## config.mk

```make
export PLATFORM = sky130hd
export DESIGN_NAME = uart_top
export DESIGN_NICKNAME = d
export VERILOG_FILES = /design/src/hdl/uart_pkg.sv /design/src/hdl/uart_rx.sv /design/src/hdl/uart_tx.sv /design/src/hdl/uart_regs.sv /design/src/hdl/uart_top.sv
export SDC_FILE = /design/constraint.sdc
export NUM_CORES = 1
export LEC_CHECK = 0
export BUFFER_PORTS_ARGS = -buffer_cell sky130_fd_sc_hd__buf_4
export CORE_ASPECT_RATIO = 0.7
export CORE_MARGIN = 2
export CORE_UTILIZATION = 30
export CTS_BUF_LIST = sky130_fd_sc_hd__clkbuf_2 sky130_fd_sc_hd__clkbuf_4 sky130_fd_sc_hd__clkbuf_8
export DETAILED_ROUTE_END_ITERATION = 12
export PLACE_DENSITY = 0.51
export SLEW_MARGIN = 20
export SYNTH_ARGS = -nofsm -noshare
export SYNTH_HDL_FRONTEND = slang
export SYNTH_HIERARCHICAL = 1
export SYNTH_SLANG_ARGS = --single-unit
```

## constraint.sdc

```tcl
create_clock -name sys_clk -period 3.5 [get_ports sys_clk]
set_input_delay 0.7 -clock sys_clk [delete_from_list [all_inputs] [get_ports sys_clk]]
set_output_delay 0.7 -clock sys_clk [all_outputs]
set_load 0.005 [all_outputs]
```

## src/hdl/uart_pkg.sv

```systemverilog
`default_nettype none

package uart_pkg;

  // Bits per character, LSB first on the line
  parameter int DATA_BITS = 8;

  // Register map, byte addresses on a 4-bit bus
  typedef enum logic [3:0] {
    ADDR_CTRL   = 4'h0,  // Baud divisor
    ADDR_STATUS = 4'h4,  // {frame_err, overrun, rx_valid, tx_busy}
    ADDR_TXDATA = 4'h8,
    ADDR_RXDATA = 4'hC
  } reg_addr_e;

  typedef enum logic [1:0] {
    RESP_OKAY   = 2'b00,
    RESP_SLVERR = 2'b10
  } axi_resp_e;

  typedef enum logic [1:0] {
    RX_IDLE,
    RX_START,
    RX_DATA,
    RX_STOP
  } rx_state_e;

  typedef enum logic [1:0] {
    TX_IDLE,
    TX_START,
    TX_DATA,
    TX_STOP
  } tx_state_e;

endpackage

`default_nettype wire

```

## src/hdl/uart_rx.sv

```systemverilog
`timescale 1ns/1ps
`default_nettype none

module uart_rx #(
  parameter int DIV_WIDTH = 16
) (
  input  logic                 sys_clk,
  input  logic                 sys_rst_n,
  input  logic                 rx,
  input  logic [DIV_WIDTH-1:0] divisor,
  output logic [7:0]           rx_byte,
  output logic                 rx_done,
  output logic                 frame_err
);

  localparam int BIT_W = $clog2(uart_pkg::DATA_BITS);

  uart_pkg::rx_state_e  state;
  logic                 rx_meta;
  logic                 rx_sync;
  logic                 rx_prev;   // Delayed copy for edge detection
  logic                 start_edge;
  logic [DIV_WIDTH-1:0] baud_cnt;
  logic [BIT_W-1:0]     bit_cnt;
  logic                 baud_end;
  logic                 half_end;
  logic [7:0]           shift;

  // Two-flop synchronizer plus one more stage for the edge, idles high
  always_ff @(posedge sys_clk) begin
    if (!sys_rst_n) begin
      rx_meta <= 1'b1;
      rx_sync <= 1'b1;
      rx_prev <= 1'b1;
    end else begin
      rx_meta <= rx;
      rx_sync <= rx_meta;
      rx_prev <= rx_sync;
    end
  end

  assign start_edge = rx_prev & ~rx_sync;
  assign baud_end   = (baud_cnt == divisor - 1'b1);
  // Middle of the start bit, later samples land a full bit apart
  assign half_end   = (baud_cnt == (divisor >> 1) - 1'b1);

  always_ff @(posedge sys_clk) begin
    if (!sys_rst_n) begin
      state    <= uart_pkg::RX_IDLE;
      baud_cnt <= '0;
      bit_cnt  <= '0;
      rx_done  <= 1'b0;
    end else begin
      rx_done <= 1'b0;
      case (state)
        uart_pkg::RX_IDLE: begin
          baud_cnt <= '0;
          if (start_edge) state <= uart_pkg::RX_START;
        end
        uart_pkg::RX_START: begin
          if (half_end) begin
            baud_cnt <= '0;
            bit_cnt  <= '0;
            // Glitch on the line if the start bit is already high again
            state    <= rx_sync ? uart_pkg::RX_IDLE : uart_pkg::RX_DATA;
          end else begin
            baud_cnt <= baud_cnt + 1'b1;
          end
        end
        uart_pkg::RX_DATA: begin
          if (baud_end) begin
            baud_cnt <= '0;
            bit_cnt  <= bit_cnt + 1'b1;
            if (bit_cnt == BIT_W'(uart_pkg::DATA_BITS - 1)) state <= uart_pkg::RX_STOP;
          end else begin
            baud_cnt <= baud_cnt + 1'b1;
          end
        end
        uart_pkg::RX_STOP: begin
          if (baud_end) begin
            baud_cnt <= '0;
            rx_done  <= 1'b1;  // Byte and frame_err valid next cycle
            state    <= uart_pkg::RX_IDLE;
          end else begin
            baud_cnt <= baud_cnt + 1'b1;
          end
        end
        default: state <= uart_pkg::RX_IDLE;
      endcase
    end
  end

  always_ff @(posedge sys_clk) begin
    if (state == uart_pkg::RX_DATA && baud_end) begin
      shift <= {rx_sync, shift[7:1]};  // LSB arrives first
    end
    if (state == uart_pkg::RX_STOP && baud_end) begin
      rx_byte   <= shift;
      frame_err <= ~rx_sync;           // Stop bit must be high
    end
  end

endmodule

`default_nettype wire

```

## src/hdl/uart_tx.sv

```systemverilog
`timescale 1ns/1ps
`default_nettype none

module uart_tx #(
  parameter int DIV_WIDTH = 16
) (
  input  logic                 sys_clk,
  input  logic                 sys_rst_n,
  input  logic [DIV_WIDTH-1:0] divisor,
  input  logic [7:0]           tx_data,
  input  logic                 tx_start,
  output logic                 tx,
  output logic                 tx_busy
);

  localparam int BIT_W = $clog2(uart_pkg::DATA_BITS);

  uart_pkg::tx_state_e  state;
  logic [DIV_WIDTH-1:0] baud_cnt;
  logic [BIT_W-1:0]     bit_cnt;
  logic                 baud_end;
  logic                 load;
  logic [7:0]           shift;

  assign baud_end = (baud_cnt == divisor - 1'b1);
  assign load     = tx_start && (state == uart_pkg::TX_IDLE);

  always_ff @(posedge sys_clk) begin
    if (!sys_rst_n) begin
      state    <= uart_pkg::TX_IDLE;
      baud_cnt <= '0;
      bit_cnt  <= '0;
      tx       <= 1'b1;
      tx_busy  <= 1'b0;
    end else begin
      if (state == uart_pkg::TX_IDLE || baud_end) baud_cnt <= '0;
      else baud_cnt <= baud_cnt + 1'b1;

      case (state)
        uart_pkg::TX_IDLE: begin
          if (load) begin
            state   <= uart_pkg::TX_START;
            tx      <= 1'b0;       // Start bit
            tx_busy <= 1'b1;
          end
        end
        uart_pkg::TX_START: begin
          if (baud_end) begin
            state   <= uart_pkg::TX_DATA;
            bit_cnt <= '0;
            tx      <= shift[0];
          end
        end
        uart_pkg::TX_DATA: begin
          if (baud_end) begin
            bit_cnt <= bit_cnt + 1'b1;
            if (bit_cnt == BIT_W'(uart_pkg::DATA_BITS - 1)) begin
              state <= uart_pkg::TX_STOP;
              tx    <= 1'b1;
            end else begin
              tx    <= shift[1];   // Next bit, shift moves on this edge
            end
          end
        end
        uart_pkg::TX_STOP: begin
          if (baud_end) begin
            state   <= uart_pkg::TX_IDLE;
            tx_busy <= 1'b0;
          end
        end
        default: state <= uart_pkg::TX_IDLE;
      endcase
    end
  end

  always_ff @(posedge sys_clk) begin
    if (load) shift <= tx_data;
    else if (state == uart_pkg::TX_DATA && baud_end) shift <= shift >> 1;
  end

endmodule

`default_nettype wire

```

## src/hdl/uart_regs.sv

```systemverilog
`timescale 1ns/1ps
`default_nettype none

module uart_regs #(
  parameter int DIV_WIDTH     = 16,
  parameter int RESET_DIVISOR = 16
) (
  input  logic                 sys_clk,
  input  logic                 sys_rst_n,
  // AXI4-Lite slave
  input  logic [3:0]           awaddr,
  input  logic                 awvalid,
  output logic                 awready,
  input  logic [31:0]          wdata,
  input  logic                 wvalid,
  output logic                 wready,
  output uart_pkg::axi_resp_e  bresp,
  output logic                 bvalid,
  input  logic                 bready,
  input  logic [3:0]           araddr,
  input  logic                 arvalid,
  output logic                 arready,
  output logic [31:0]          rdata,
  output uart_pkg::axi_resp_e  rresp,
  output logic                 rvalid,
  input  logic                 rready,
  // Engine control
  output logic [DIV_WIDTH-1:0] divisor,
  output logic [7:0]           tx_data,
  output logic                 tx_start,
  input  logic                 tx_busy,
  input  logic [7:0]           rx_byte,
  input  logic                 rx_done,
  input  logic                 frame_err
);

  uart_pkg::reg_addr_e  wr_addr;
  uart_pkg::reg_addr_e  rd_addr;
  uart_pkg::axi_resp_e  wr_resp;
  uart_pkg::axi_resp_e  rd_resp;
  logic [31:0]          rd_data;
  logic                 wr_hs;
  logic                 rd_hs;
  logic                 wr_ctrl;
  logic                 wr_txdata;
  logic                 tx_go;
  logic                 rd_status;
  logic                 rd_rxdata;
  logic [DIV_WIDTH-1:0] wdata_div;
  logic [7:0]           rx_data;
  logic                 rx_valid;
  logic                 rx_overrun;
  logic                 rx_frame_err;

  assign wr_addr = uart_pkg::reg_addr_e'(awaddr);
  assign rd_addr = uart_pkg::reg_addr_e'(araddr);

  // awready and wready always rise together
  assign wr_hs     = awready && awvalid && wvalid;
  assign rd_hs     = arready && arvalid;
  assign wr_ctrl   = wr_hs && (wr_addr == uart_pkg::ADDR_CTRL);
  assign wr_txdata = wr_hs && (wr_addr == uart_pkg::ADDR_TXDATA);
  assign tx_go     = wr_txdata && !tx_busy && !tx_start;  // Busy writes are dropped
  assign rd_status = rd_hs && (rd_addr == uart_pkg::ADDR_STATUS);
  assign rd_rxdata = rd_hs && (rd_addr == uart_pkg::ADDR_RXDATA);
  assign wdata_div = wdata[DIV_WIDTH-1:0];

  always_comb begin
    case (wr_addr)
      uart_pkg::ADDR_CTRL,
      uart_pkg::ADDR_TXDATA: wr_resp = uart_pkg::RESP_OKAY;
      default:               wr_resp = uart_pkg::RESP_SLVERR;
    endcase
  end

  always_comb begin
    rd_data = '0;
    rd_resp = uart_pkg::RESP_OKAY;
    case (rd_addr)
      uart_pkg::ADDR_CTRL:   rd_data = 32'(divisor);
      uart_pkg::ADDR_STATUS: rd_data = {28'd0, rx_frame_err, rx_overrun, rx_valid, tx_busy};
      uart_pkg::ADDR_RXDATA: rd_data = {24'd0, rx_data};
      default:               rd_resp = uart_pkg::RESP_SLVERR;  // TXDATA and holes
    endcase
  end

  // Write channel, one request in flight until B is taken
  always_ff @(posedge sys_clk) begin
    if (!sys_rst_n) begin
      awready  <= 1'b0;
      wready   <= 1'b0;
      bvalid   <= 1'b0;
      tx_start <= 1'b0;
      divisor  <= DIV_WIDTH'(RESET_DIVISOR);
    end else begin
      awready  <= awvalid && wvalid && !bvalid && !awready;
      wready   <= awvalid && wvalid && !bvalid && !awready;
      tx_start <= tx_go;
      if (wr_hs) bvalid <= 1'b1;
      else if (bready) bvalid <= 1'b0;
      if (wr_ctrl) begin
        // Receiver needs a midpoint, so keep at least two
        divisor <= (wdata_div < DIV_WIDTH'(2)) ? DIV_WIDTH'(2) : wdata_div;
      end
    end
  end

  always_ff @(posedge sys_clk) begin
    if (wr_hs) bresp <= wr_resp;
    if (tx_go) tx_data <= wdata[7:0];
  end

  // Read channel
  always_ff @(posedge sys_clk) begin
    if (!sys_rst_n) begin
      arready <= 1'b0;
      rvalid  <= 1'b0;
    end else begin
      arready <= arvalid && !rvalid && !arready;
      if (rd_hs) rvalid <= 1'b1;
      else if (rready) rvalid <= 1'b0;
    end
  end

  always_ff @(posedge sys_clk) begin
    if (rd_hs) begin
      rdata <= rd_data;  // Held until the next accepted read
      rresp <= rd_resp;
    end
  end

  // Sticky receive status, a new event wins over a clear on the same cycle
  always_ff @(posedge sys_clk) begin
    if (!sys_rst_n) begin
      rx_valid     <= 1'b0;
      rx_overrun   <= 1'b0;
      rx_frame_err <= 1'b0;
    end else begin
      if (rd_rxdata) rx_valid <= 1'b0;
      if (rd_status) begin
        rx_overrun   <= 1'b0;
        rx_frame_err <= 1'b0;
      end
      if (rx_done) begin
        rx_valid <= 1'b1;
        if (rx_valid && !rd_rxdata) rx_overrun <= 1'b1;  // Unread byte lost
        if (frame_err) rx_frame_err <= 1'b1;
      end
    end
  end

  always_ff @(posedge sys_clk) begin
    if (rx_done) rx_data <= rx_byte;
  end

endmodule

`default_nettype wire

```

## src/hdl/uart_top.sv

```systemverilog
`timescale 1ns/1ps
`default_nettype none

module uart_top #(
  parameter int DIV_WIDTH     = 16,
  parameter int RESET_DIVISOR = 16
) (
  input  logic                sys_clk,
  input  logic                sys_rst_n,
  input  logic [3:0]          awaddr,
  input  logic                awvalid,
  output logic                awready,
  input  logic [31:0]         wdata,
  input  logic                wvalid,
  output logic                wready,
  output uart_pkg::axi_resp_e bresp,
  output logic                bvalid,
  input  logic                bready,
  input  logic [3:0]          araddr,
  input  logic                arvalid,
  output logic                arready,
  output logic [31:0]         rdata,
  output uart_pkg::axi_resp_e rresp,
  output logic                rvalid,
  input  logic                rready,
  input  logic                rx,
  output logic                tx
);

  logic [DIV_WIDTH-1:0] divisor;
  logic [7:0]           tx_data;
  logic                 tx_start;
  logic                 tx_busy;
  logic [7:0]           rx_byte;
  logic                 rx_done;
  logic                 frame_err;

  uart_regs #(
    .DIV_WIDTH     (DIV_WIDTH),
    .RESET_DIVISOR (RESET_DIVISOR)
  ) i_regs (
    .sys_clk   (sys_clk),
    .sys_rst_n (sys_rst_n),
    .awaddr    (awaddr),
    .awvalid   (awvalid),
    .awready   (awready),
    .wdata     (wdata),
    .wvalid    (wvalid),
    .wready    (wready),
    .bresp     (bresp),
    .bvalid    (bvalid),
    .bready    (bready),
    .araddr    (araddr),
    .arvalid   (arvalid),
    .arready   (arready),
    .rdata     (rdata),
    .rresp     (rresp),
    .rvalid    (rvalid),
    .rready    (rready),
    .divisor   (divisor),
    .tx_data   (tx_data),
    .tx_start  (tx_start),
    .tx_busy   (tx_busy),
    .rx_byte   (rx_byte),
    .rx_done   (rx_done),
    .frame_err (frame_err)
  );

  uart_rx #(
    .DIV_WIDTH (DIV_WIDTH)
  ) i_rx (
    .sys_clk   (sys_clk),
    .sys_rst_n (sys_rst_n),
    .rx        (rx),
    .divisor   (divisor),
    .rx_byte   (rx_byte),
    .rx_done   (rx_done),
    .frame_err (frame_err)
  );

  uart_tx #(
    .DIV_WIDTH (DIV_WIDTH)
  ) i_tx (
    .sys_clk   (sys_clk),
    .sys_rst_n (sys_rst_n),
    .divisor   (divisor),
    .tx_data   (tx_data),
    .tx_start  (tx_start),
    .tx        (tx),
    .tx_busy   (tx_busy)
  );

endmodule

`default_nettype wire

```

==> metrics.txt, run 1 <==
status=finished, final reports clean; clk root buf=clkbuf_8; Final Non-Filler Cells=1,178; Seq cells post-synth=131; total iterations of the first detailed-routing run=5; vias per cell=5.07; Core Rows=48; Final TNS setup=0 ns; crit path max-delay cell type=or4b_4; clk sinks=131; Placed Cells=1,146; per-cell routed wire length=17.3 µm; first-pass GRT wire length=32,400 µm; sequential fraction of the synthesis area=0.426; clk buf depth=2; pin count of the biggest net entering global routing=34; n_diodes=0; gr usage total=0.158; Synth Flop Type=dfxtp_1; Detailed Route WL=20,400 µm; Die H=137 µm; Cell Pwr Density=354 nW/µm²; Slew Limit Fails=0; Synth top area share=0.235; minimum setup slack after placement=0.152 ns; PnR worst setup slack=0.260 ns; DRC viols=0; fraction of registers with async set/reset=0; crit-path cells=inv_1 -> ha_1 -> or4b_4 -> or4b_4 -> a2111oi_4 -> o2111ai_2 -> nor4b_4 -> and2_1 -> buf_4; Netlist Area Pre-Place=7540 µm²; PortBufs=55; syn avg cell area=9.73 µm²; crit path DAT=3.40 ns; worst skew pair latency=0.46 ns; CP delay by family, top=simple AND/OR/NAND/NOR gates; crit-path most repeated cell=or4b_4; CP max stage delay=0.56 ns; Setup crit start kind=flip-flop; Mapped Cells=775; Fillers=2,547; Vias=5,968; CTS tree=yes; setup bufs post-CTS=0; Fmax=0.309 GHz; Area contributors post-synth=edfxtp_1 (24%), dfxtp_1 (19%), xor2_1 (5.3%); Nets=903; DP Wirelength=14,700 µm; crit share post-route=0.926; vias in the first global route=5,646; Synth area leader=edfxtp_1; Fin. Hold Viols=0; Crit path required time=3.66 ns; area grow syn2layout=16.4%; share of layout cells above drive strength 1=0.197; Worst-path clk slew=0.08 ns; Antenna Nets Post-Route=0; Setup CP Type=reg2reg; Rel. slew slack=0.406; CTS Hold Buffers Added=0; HP Class=reg2reg; Initial Utilization=0.305; CP Capture Type=flip-flop; Setup Skew=0.0141 ns; core area=24,700 µm²; fin crit period=3.24 ns; num ports=90; Cell variety after synth=86; total power=3.11 mW; # Max-Cap Violations=0; cts bufs inserted=17; antenna violations before repair=0; routability cong.=0.827; worst slew pin tran=0.884 ns; endpoints failing setup=0; P_leak=3.22 nW; Post-synth EDFFs=59; Ys Warns=6; RSZ-0062 raised after global routing=no; WP buf/inv=2; Reg2Reg Setup Slack=0.26 ns; VDD IR max=268 µV; Die W=193 µm; GRT Residual Overflow=0; crit path max fanout=12; top-count cell post-synth=dfxtp_1; H-Tree Depth=4; Commonest cells post-synth=dfxtp_1 (72), edfxtp_1 (59), nand3_1 (47); Iter 0 DRT Violations=450; die footprint=26,400 µm²
-- timing repair --
item / CTS / global route
gates resized for setup: 0 / 1
endpoints found under the hold margin: 0 / 0
setup endpoints to repair: 0 / 8
-- per-layer routing --
layer	track usage	share of wire	up-vias
met5	0	0	-
met4	0.0382	0.010	0
met3	0.0402	0.050	16
met2	0.217	0.39	130
met1	0.241	0.55	2863
li1	-	-	2959
-- worst register-to-register path: stages, from the launching register on --
cell and delay [ns]:
dfxtp_1 0.35, inv_1 0.09, ha_1 0.16, or4b_4 0.56, or4b_4 0.53, a2111oi_4 0.42, o2111ai_2 0.22, nor4b_4 0.28
and2_1 0.16, buf_4 0.17
-- sequential cells by signal, indices dropped and copies added (netlist names), 2 cells and up, named ones only --
signal and flops:
i_regs/tx_data 8, i_tx/state 2, i_regs/divisor 16, i_tx/bit_cnt 3
i_rx/bit_cnt 3, i_regs/rdata 16, i_rx/baud_cnt 16, i_tx/shift 8
i_tx/baud_cnt 16, i_regs/rx_data 8, i_rx/shift 8, i_rx/rx_byte 8
-- metrics by stage --
stage	util	hold slack, ns	area [µm²]
2_1_floorplan	-	0.386	7600
3_3_place_gp	0.339	0.407	8360
3_5_place_dp	0.339	0.400	8360
4_1_cts	0.355	0.389	8770
5_1_grt	0.355	0.391	8770
6_report	0.355	0.415	8770
-- report_power, final --
group          total [mW]  leakage [nW]  internal (mW)  switching [mW]
registers            1.61          1.12           1.60         0.00818
logic               0.132          1.90         0.0536          0.0782
clock network        1.37         0.199          0.719           0.650
-- cell type report --
type                       instances  area [µm²]  area share
tap                              325         407      0.0463
multi-input combinational        572        3950       0.450
inverter                          23        86.3     0.00984
sequential                       131        3210       0.366
clock buffer                      19         249      0.0284
clock inverter                    13         161      0.0184
timing repair buffer              95         713      0.0813
-- layout by cell type, fill, tap and decap left out, drive strengths merged, types with 27 or more instances in the layout --
cell	instances
xor2	46
nor2	45
nand3	47
edfxtp	59
a21oi	27
buf	95
nand2	37
o21ai	32
dfxtp	72
xnor2	31
-- kinds of logic after synthesis --
| kind of cell | Yosys count | share of synthesized area |
|---|---|---|
| other | 1 | 0.000497 |
| AOI/OAI and AO/OA | 156 | 0.149 |
| DFF | 131 | 0.426 |
| adders and majority gates | 15 | 0.0249 |
| buffers and inverters | 89 | 0.0602 |
| xor gates and xnor gates | 77 | 0.0895 |
| muxes | 16 | 0.0227 |
| and+or+nand+nor | 290 | 0.227 |
-- path summary, 6_finish.rpt --
| path | startpoint | endpoint | cells after the start |
|---|---|---|---|
| worst max-delay path | i_regs/divisor[2]$_SDFFE_PN0P_ | i_rx/rx_byte[7]$_DFFE_PP_ | 9 |
| worst min-delay path | i_rx/rx_meta$_SDFF_PN1_ | i_rx/rx_sync$_SDFF_PN1_ | 1 |
| worst max register to register | i_regs/divisor[2]$_SDFFE_PN0P_ | i_rx/rx_byte[7]$_DFFE_PP_ | 9 |
| worst min register to register | i_rx/rx_meta$_SDFF_PN1_ | i_rx/rx_sync$_SDFF_PN1_ | 1 |
(Power assumes the default switching activity.)
==> run 2, diff against run 1 <==
--- a/config.mk
+++ b/config.mk
@@ -11,6 +11,7 @@
 export CORE_UTILIZATION = 30
 export CTS_BUF_LIST = sky130_fd_sc_hd__clkbuf_2 sky130_fd_sc_hd__clkbuf_4 sky130_fd_sc_hd__clkbuf_8
 export DETAILED_ROUTE_END_ITERATION = 12
+export MAX_ROUTING_LAYER = met4
 export PLACE_DENSITY = 0.51
 export SLEW_MARGIN = 20
 export SYNTH_ARGS = -nofsm -noshare
==> run 2 against run 1 <==
Effect of this change: power hardly changed; non-clock buffer count stayed put; highest routed layer unchanged; cell area stayed put; first-iteration DRC count is 9.3% higher; die area stayed put; clock power hardly changed; cell count stayed put; critical path depth stayed put; sequential share of layout area stayed put; clock skew hardly changed.
==> metrics.txt, run 2 (same netlist as run 1, synthesis figures left out) <==
status=finished, final reports clean (unchanged); core area=24,700 µm² (unchanged); post-CTS sizing=0 (unchanged); Gate power share=0.042 (about the same); gr usage total=0.162 (was 0.158); HP Class=reg2reg (unchanged); P_int=2.37 mW (about the same); share of layout cells above drive strength 1=0.197 (unchanged); commonest non-fill, non-tap cell in the layout=buf_4 (unchanged); Worst-path clk slew=0.08 ns (about the same); Setup CP Type=reg2reg (unchanged); CTS Hold Buffers Added=0 (unchanged); VDD IR max=266 µV (was 268 µV); first-pass GRT wire length=32,400 µm (about the same); n_diodes=0 (unchanged); fin area=8770 µm² (unchanged); Die W=193 µm (unchanged); num ports=90 (unchanged); Final TNS setup=0 ns (unchanged); Nets=903 (unchanged); crit share post-route=0.926 (about the same); Setup crit start kind=flip-flop (unchanged); Vias=5,998 (was 5,968); PnR worst setup slack=0.261 ns (was 0.260 ns); Crit path required time=3.67 ns (was 3.66 ns); clk buf depth=2 (unchanged); CP Capture Type=flip-flop (unchanged); Iter 0 DRT Violations=492 (was 450); Slew Limit Fails=0 (unchanged); Detailed Route WL=20,500 µm (was 20,400 µm); minimum setup slack after placement=0.152 ns (unchanged); Cell Pwr Density=354 nW/µm² (about the same); PortBufs=55 (unchanged); total power=3.11 mW (about the same); met2 usage=0.217 (unchanged); P_sw=0.737 mW (about the same); Worst Reg-to-Reg Cells=9 (unchanged); die footprint=26,400 µm² (unchanged); GRT Residual Overflow=0 (unchanged); Rel. slew slack=0.401 (was 0.406); routing usage on met1=0.242 (was 0.241); most frequent cells in the layout=buf_4 (95), dfxtp_1 (72), edfxtp_1 (59), nand3_1 (47), xor2_1 (46) (unchanged); crit path max fanout=12 (unchanged); P_leak=3.22 nW (unchanged); met3 usage=0.0382 (was 0.0402); per-cell routed wire length=17.4 µm (was 17.3 µm); CTS tree=yes (unchanged); Fin. Hold Viols=0 (unchanged); antenna violations before repair=0 (unchanged); RSZ-0062 raised after global routing=no (unchanged); clk sinks=131 (unchanged); Sw Ratio=0.237 (about the same); GR peak layer=met1 (unchanged); # Max-Cap Violations=0 (unchanged); area grow syn2layout=16.4% (unchanged); setup bufs post-CTS=0 (unchanged); endpoints failing setup=0 (unchanged); DRC viols=0 (unchanged); Fmax=0.309 GHz (about the same); clk root buf=clkbuf_8 (unchanged); Initial Utilization=0.305 (unchanged); DP Wirelength=14,700 µm (unchanged); Die H=137 µm (unchanged); cts bufs inserted=17 (unchanged); routability cong.=0.840 (was 0.827); H-Tree Depth=4 (unchanged); total iterations of the first detailed-routing run=5 (unchanged); fin crit period=3.24 ns (about the same); Setup Skew=0.0145 ns (was 0.0141 ns); Seq pwr share=0.517 (about the same); Antenna Nets Post-Route=0 (unchanged); Core Rows=48 (unchanged); worst hold path depth=1 (unchanged); dpl cell area=8360 µm² (unchanged); worst slew pin tran=0.890 ns (was 0.884 ns); crit path DAT=3.41 ns (was 3.40 ns); worst skew pair latency=0.47 ns (was 0.46 ns); vias per cell=5.09 (was 5.07); share of power burned in the clock network=0.441 (about the same); vias in the first global route=5,657 (was 5,646); pin count of the biggest net entering global routing=34 (unchanged)
run 2: cell counts in the layout (fill, tap and decap cells not counted):
No cell type changed its count.
run 2: through the flow:
step / hold WS [ns] / utilization / instances
after detailed placement: 0.400 / 0.339 / 1146
after global placement: 0.407 / 0.339 / 1146
after CTS: 0.389 / 0.355 / 1178
after floorplan: 0.386 / - / 792
final: 0.415 / 0.355 / 1178
after global routing: 0.392 / 0.355 / 1178
run 2: area by class of cell:
class / instances / area [µm²]
Fill cell: 2547 / 15900
Inverter: 23 / 86.3
Tap cell: 325 / 407
Clock inverter: 13 / 161
Multi-Input combinational cell: 572 / 3950
Sequential cell: 131 / 3210
Clock buffer: 19 / 249
Timing Repair Buffer: 95 / 713
run 2: metal layers:
metal	share of wire	routed length, µm	vias to the layer above
met1	0.54	11100	2878
met5	0	0	-
met3	0.055	1120	17
met4	0.011	216	0
met2	0.39	8020	144
li1	-	-	2959
run 2: power by group through the flow:
stage | sequential [mW] | combinational, mW | clock [mW]
after floorplan | 1.64 | 0.0785 | 0
after global placement | 1.64 | 0.132 | 0
after detailed placement | 1.64 | 0.132 | 0
after CTS | 1.61 | 0.132 | 1.41
after global routing | 1.61 | 0.144 | 1.48
final | 1.61 | 0.132 | 1.37
run 2: worst paths after layout:
check	start	to	slack [ns]
max	i_regs/divisor[2]$_SDFFE_PN0P_	i_rx/rx_byte[7]$_DFFE_PP_	0.26
max reg2reg	i_regs/divisor[2]$_SDFFE_PN0P_	i_rx/rx_byte[7]$_DFFE_PP_	0.26
min	i_rx/rx_meta$_SDFF_PN1_	i_rx/rx_sync$_SDFF_PN1_	0.41
min reg2reg	i_rx/rx_meta$_SDFF_PN1_	i_rx/rx_sync$_SDFF_PN1_	0.41
run 2: worst max-delay path, cell delays in order, from the launching register on:
cell	delay (ns)
dfxtp_1	0.35
inv_1	0.09
ha_1	0.16
or4b_4	0.56
or4b_4	0.53
a2111oi_4	0.42
o2111ai_2	0.22
nor4b_4	0.28
and2_1	0.16
buf_4	0.17
==> run 3, diff against run 2 <==
--- a/config.mk
+++ b/config.mk
@@ -8,11 +8,11 @@
 export BUFFER_PORTS_ARGS = -buffer_cell sky130_fd_sc_hd__buf_4
 export CORE_ASPECT_RATIO = 0.7
 export CORE_MARGIN = 2
-export CORE_UTILIZATION = 30
+export CORE_UTILIZATION = 55
 export CTS_BUF_LIST = sky130_fd_sc_hd__clkbuf_2 sky130_fd_sc_hd__clkbuf_4 sky130_fd_sc_hd__clkbuf_8
 export DETAILED_ROUTE_END_ITERATION = 12
 export MAX_ROUTING_LAYER = met4
-export PLACE_DENSITY = 0.51
+export PLACE_DENSITY = 0.82
 export SLEW_MARGIN = 20
 export SYNTH_ARGS = -nofsm -noshare
 export SYNTH_HDL_FRONTEND = slang
==> run 3 against run 2 <==
Effect of this change: highest routed layer unchanged; non-clock buffer count shrank 16; cell area decreased by 3.7%; global-route usage increased by 12 points; critical path type unchanged; clock-buffer cell count decreased by 1; register-to-register slack hardly changed; die area decreased by 44%.
==> metrics.txt, run 3 (same netlist as run 1, synthesis figures left out) <==
status=finished, final reports clean (unchanged); first-pass GRT wire length=30,700 µm (was 32,400 µm); Rel. slew slack=0.426 (was 0.401); Fin. Hold Viols=0 (unchanged); Nets=887 (was 903); Multi-input gate area=3940 µm² (was 3950 µm²); Initial Utilization=0.568 (was 0.305); cts bufs inserted=17 (unchanged); CTS Hold Buffers Added=0 (unchanged); Setup crit start kind=flip-flop (unchanged); area grow syn2layout=12.1% (was 16.4%); clk root buf=clkbuf_8 (unchanged); Final TNS setup=0 ns (unchanged); Reg2Reg Setup Slack=0.27 ns (was 0.26 ns); pin count of the biggest net entering global routing=37 (was 34); worst hold path depth=0 (was 1); Worst-path clk slew=0.08 ns (about the same); total iterations of the first detailed-routing run=5 (unchanged); DP Wirelength=13,800 µm (was 14,700 µm); WHS=0.416 ns (was 0.415 ns); Core Rows=35 (was 48); Final Non-Filler Cells=1,022 (was 1,178); CTS tree=yes (unchanged); crit share post-route=0.922 (was 0.926); final core occ=0.637 (was 0.355); Setup Skew=0.0168 ns (was 0.0145 ns); total power=3.01 mW (was 3.11 mW); n_diodes=0 (unchanged); PnR worst setup slack=0.272 ns (was 0.261 ns); crit path max fanout=8 (was 12); # Max-Cap Violations=0 (unchanged); worst skew pair latency=0.45 ns (was 0.47 ns); die footprint=14,700 µm² (was 26,400 µm²); RSZ-0062 raised after global routing=no (unchanged); Vias=6,299 (was 5,998); per-cell routed wire length=18.8 µm (was 17.4 µm); GRT Residual Overflow=0 (unchanged); core area=13,300 µm² (was 24,700 µm²); Fillers=1,111 (was 2,547); H-Tree Depth=4 (unchanged); clk buf depth=2 (unchanged); gr usage total=0.279 (was 0.162); register area=3210 µm² (unchanged); fin area=8450 µm² (was 8770 µm²); Placed Cells=990 (was 1,146); DRC viols=0 (unchanged); vias in the first global route=5,987 (was 5,657); Cell Pwr Density=356 nW/µm² (was 354 nW/µm²); fin crit period=3.23 ns (was 3.24 ns); endpoints failing setup=0 (unchanged); worst slew pin tran=0.860 ns (was 0.890 ns); FF-to-FF End=i_rx/shift[2]$_DFFE_PP_ (was i_rx/rx_byte[7]$_DFFE_PP_); Hold Crit Start=i_rx/rx_byte[5]$_DFFE_PP_ (was i_rx/rx_meta$_SDFF_PN1_); most frequent cells in the layout=buf_4 (79), dfxtp_1 (72), edfxtp_1 (59), nand3_1 (47), xor2_1 (46) (was buf_4 (95), dfxtp_1 (72), edfxtp_1 (59), nand3_1 (47), xor2_1 (46)); num ports=90 (unchanged); dpl cell area=8060 µm² (was 8360 µm²); HP Class=reg2reg (unchanged); Detailed Route WL=19,200 µm (was 20,500 µm); worst hold endpoint=i_regs/rx_data[5]$_DFFE_PP_ (was i_rx/rx_sync$_SDFF_PN1_); minimum setup slack after placement=0.214 ns (was 0.152 ns); vias per cell=6.16 (was 5.09); routability cong.=0.926 (was 0.840); CP Capture Type=flip-flop (unchanged); Die W=144 µm (was 193 µm); Antenna Nets Post-Route=0 (unchanged); Worst Reg-to-Reg Cells=8 (was 9); antenna violations before repair=0 (unchanged); r2r startpoint=i_regs/divisor[1]$_SDFFE_PN0P_ (was i_regs/divisor[2]$_SDFFE_PN0P_); Iter 0 DRT Violations=483 (was 492); Setup CP Type=reg2reg (unchanged); PortBufs=55 (unchanged); commonest non-fill, non-tap cell in the layout=buf_4 (unchanged); crit path DAT=3.34 ns (was 3.41 ns); Fmax=0.310 GHz (was 0.309 GHz); Crit path required time=3.61 ns (was 3.67 ns); Slew Limit Fails=0 (unchanged); VDD IR max=227 µV (was 266 µV); P_leak=3.14 nW (was 3.22 nW); clk sinks=131 (unchanged); share of layout cells above drive strength 1=0.180 (was 0.197); Die H=102 µm (was 137 µm)
## run 3: cell count changes in the layout (fill, tap and decap cells not counted), sizes merged
cell	delta
buf	-16
clkbuf	-1
bufinv	-2
clkinvlp	-3
inv	+6
## run 3: repair_timing
action                                  4_1_cts  5_1_grt
setup buffers                                 0        0
resized for setup                             0        2
endpoints found under the setup margin        0       13
## run 3: cell type report
type / count / area share
multi-input cells: 572 / 0.466
clock inverters: 14 / 0.0167
clock buffers: 18 / 0.0293
repair buffers: 79 / 0.0701
well taps: 185 / 0.0274
flip-flops and latches: 131 / 0.380
inverters: 23 / 0.0102
## run 3: how the worst max path moves through the flow
stage                     depth (start not counted)                        end                           start
after detailed placement                          8  i_rx/rx_byte[0]$_DFFE_PP_  i_regs/divisor[1]$_SDFFE_PN0P_
after CTS                                         8  i_rx/rx_byte[5]$_DFFE_PP_  i_regs/divisor[1]$_SDFFE_PN0P_
after global routing                              8    i_rx/shift[0]$_DFFE_PP_  i_regs/divisor[0]$_SDFFE_PN0P_
after global placement                            8  i_rx/rx_byte[0]$_DFFE_PP_  i_regs/divisor[1]$_SDFFE_PN0P_
final                                             8    i_rx/shift[2]$_DFFE_PP_  i_regs/divisor[1]$_SDFFE_PN0P_
after floorplan                                  10    i_tx/shift[0]$_DFFE_PP_  i_regs/divisor[0]$_SDFFE_PN0P_
## run 3: where the power goes
group | switching, mW | internal, mW | leakage, nW
logic | 0.0746 | 0.0509 | 1.82
clock network | 0.675 | 0.601 | 0.197
registers | 0.00938 | 1.60 | 1.12
## run 3: worst max-delay path, cell delays in order, from the launching register on
cell and delay (ns):
dfxtp_1 0.31, inv_1 0.08, ha_1 0.16, or4b_4 0.51
or4b_4 0.52, a2111oi_4 0.40, o2111ai_2 0.22, nor4b_4 0.30
and2_1 0.39
## run 3: layer usage
layer	vias up	global-route usage	part of all wire	wire length (µm)
met5	-	-	0	0
met2	260	0.413	0.45	8560
met4	0	0.0943	0.019	369
met3	32	0.0619	0.076	1460
met1	3081	0.381	0.46	8780
li1	2926	-	-	-
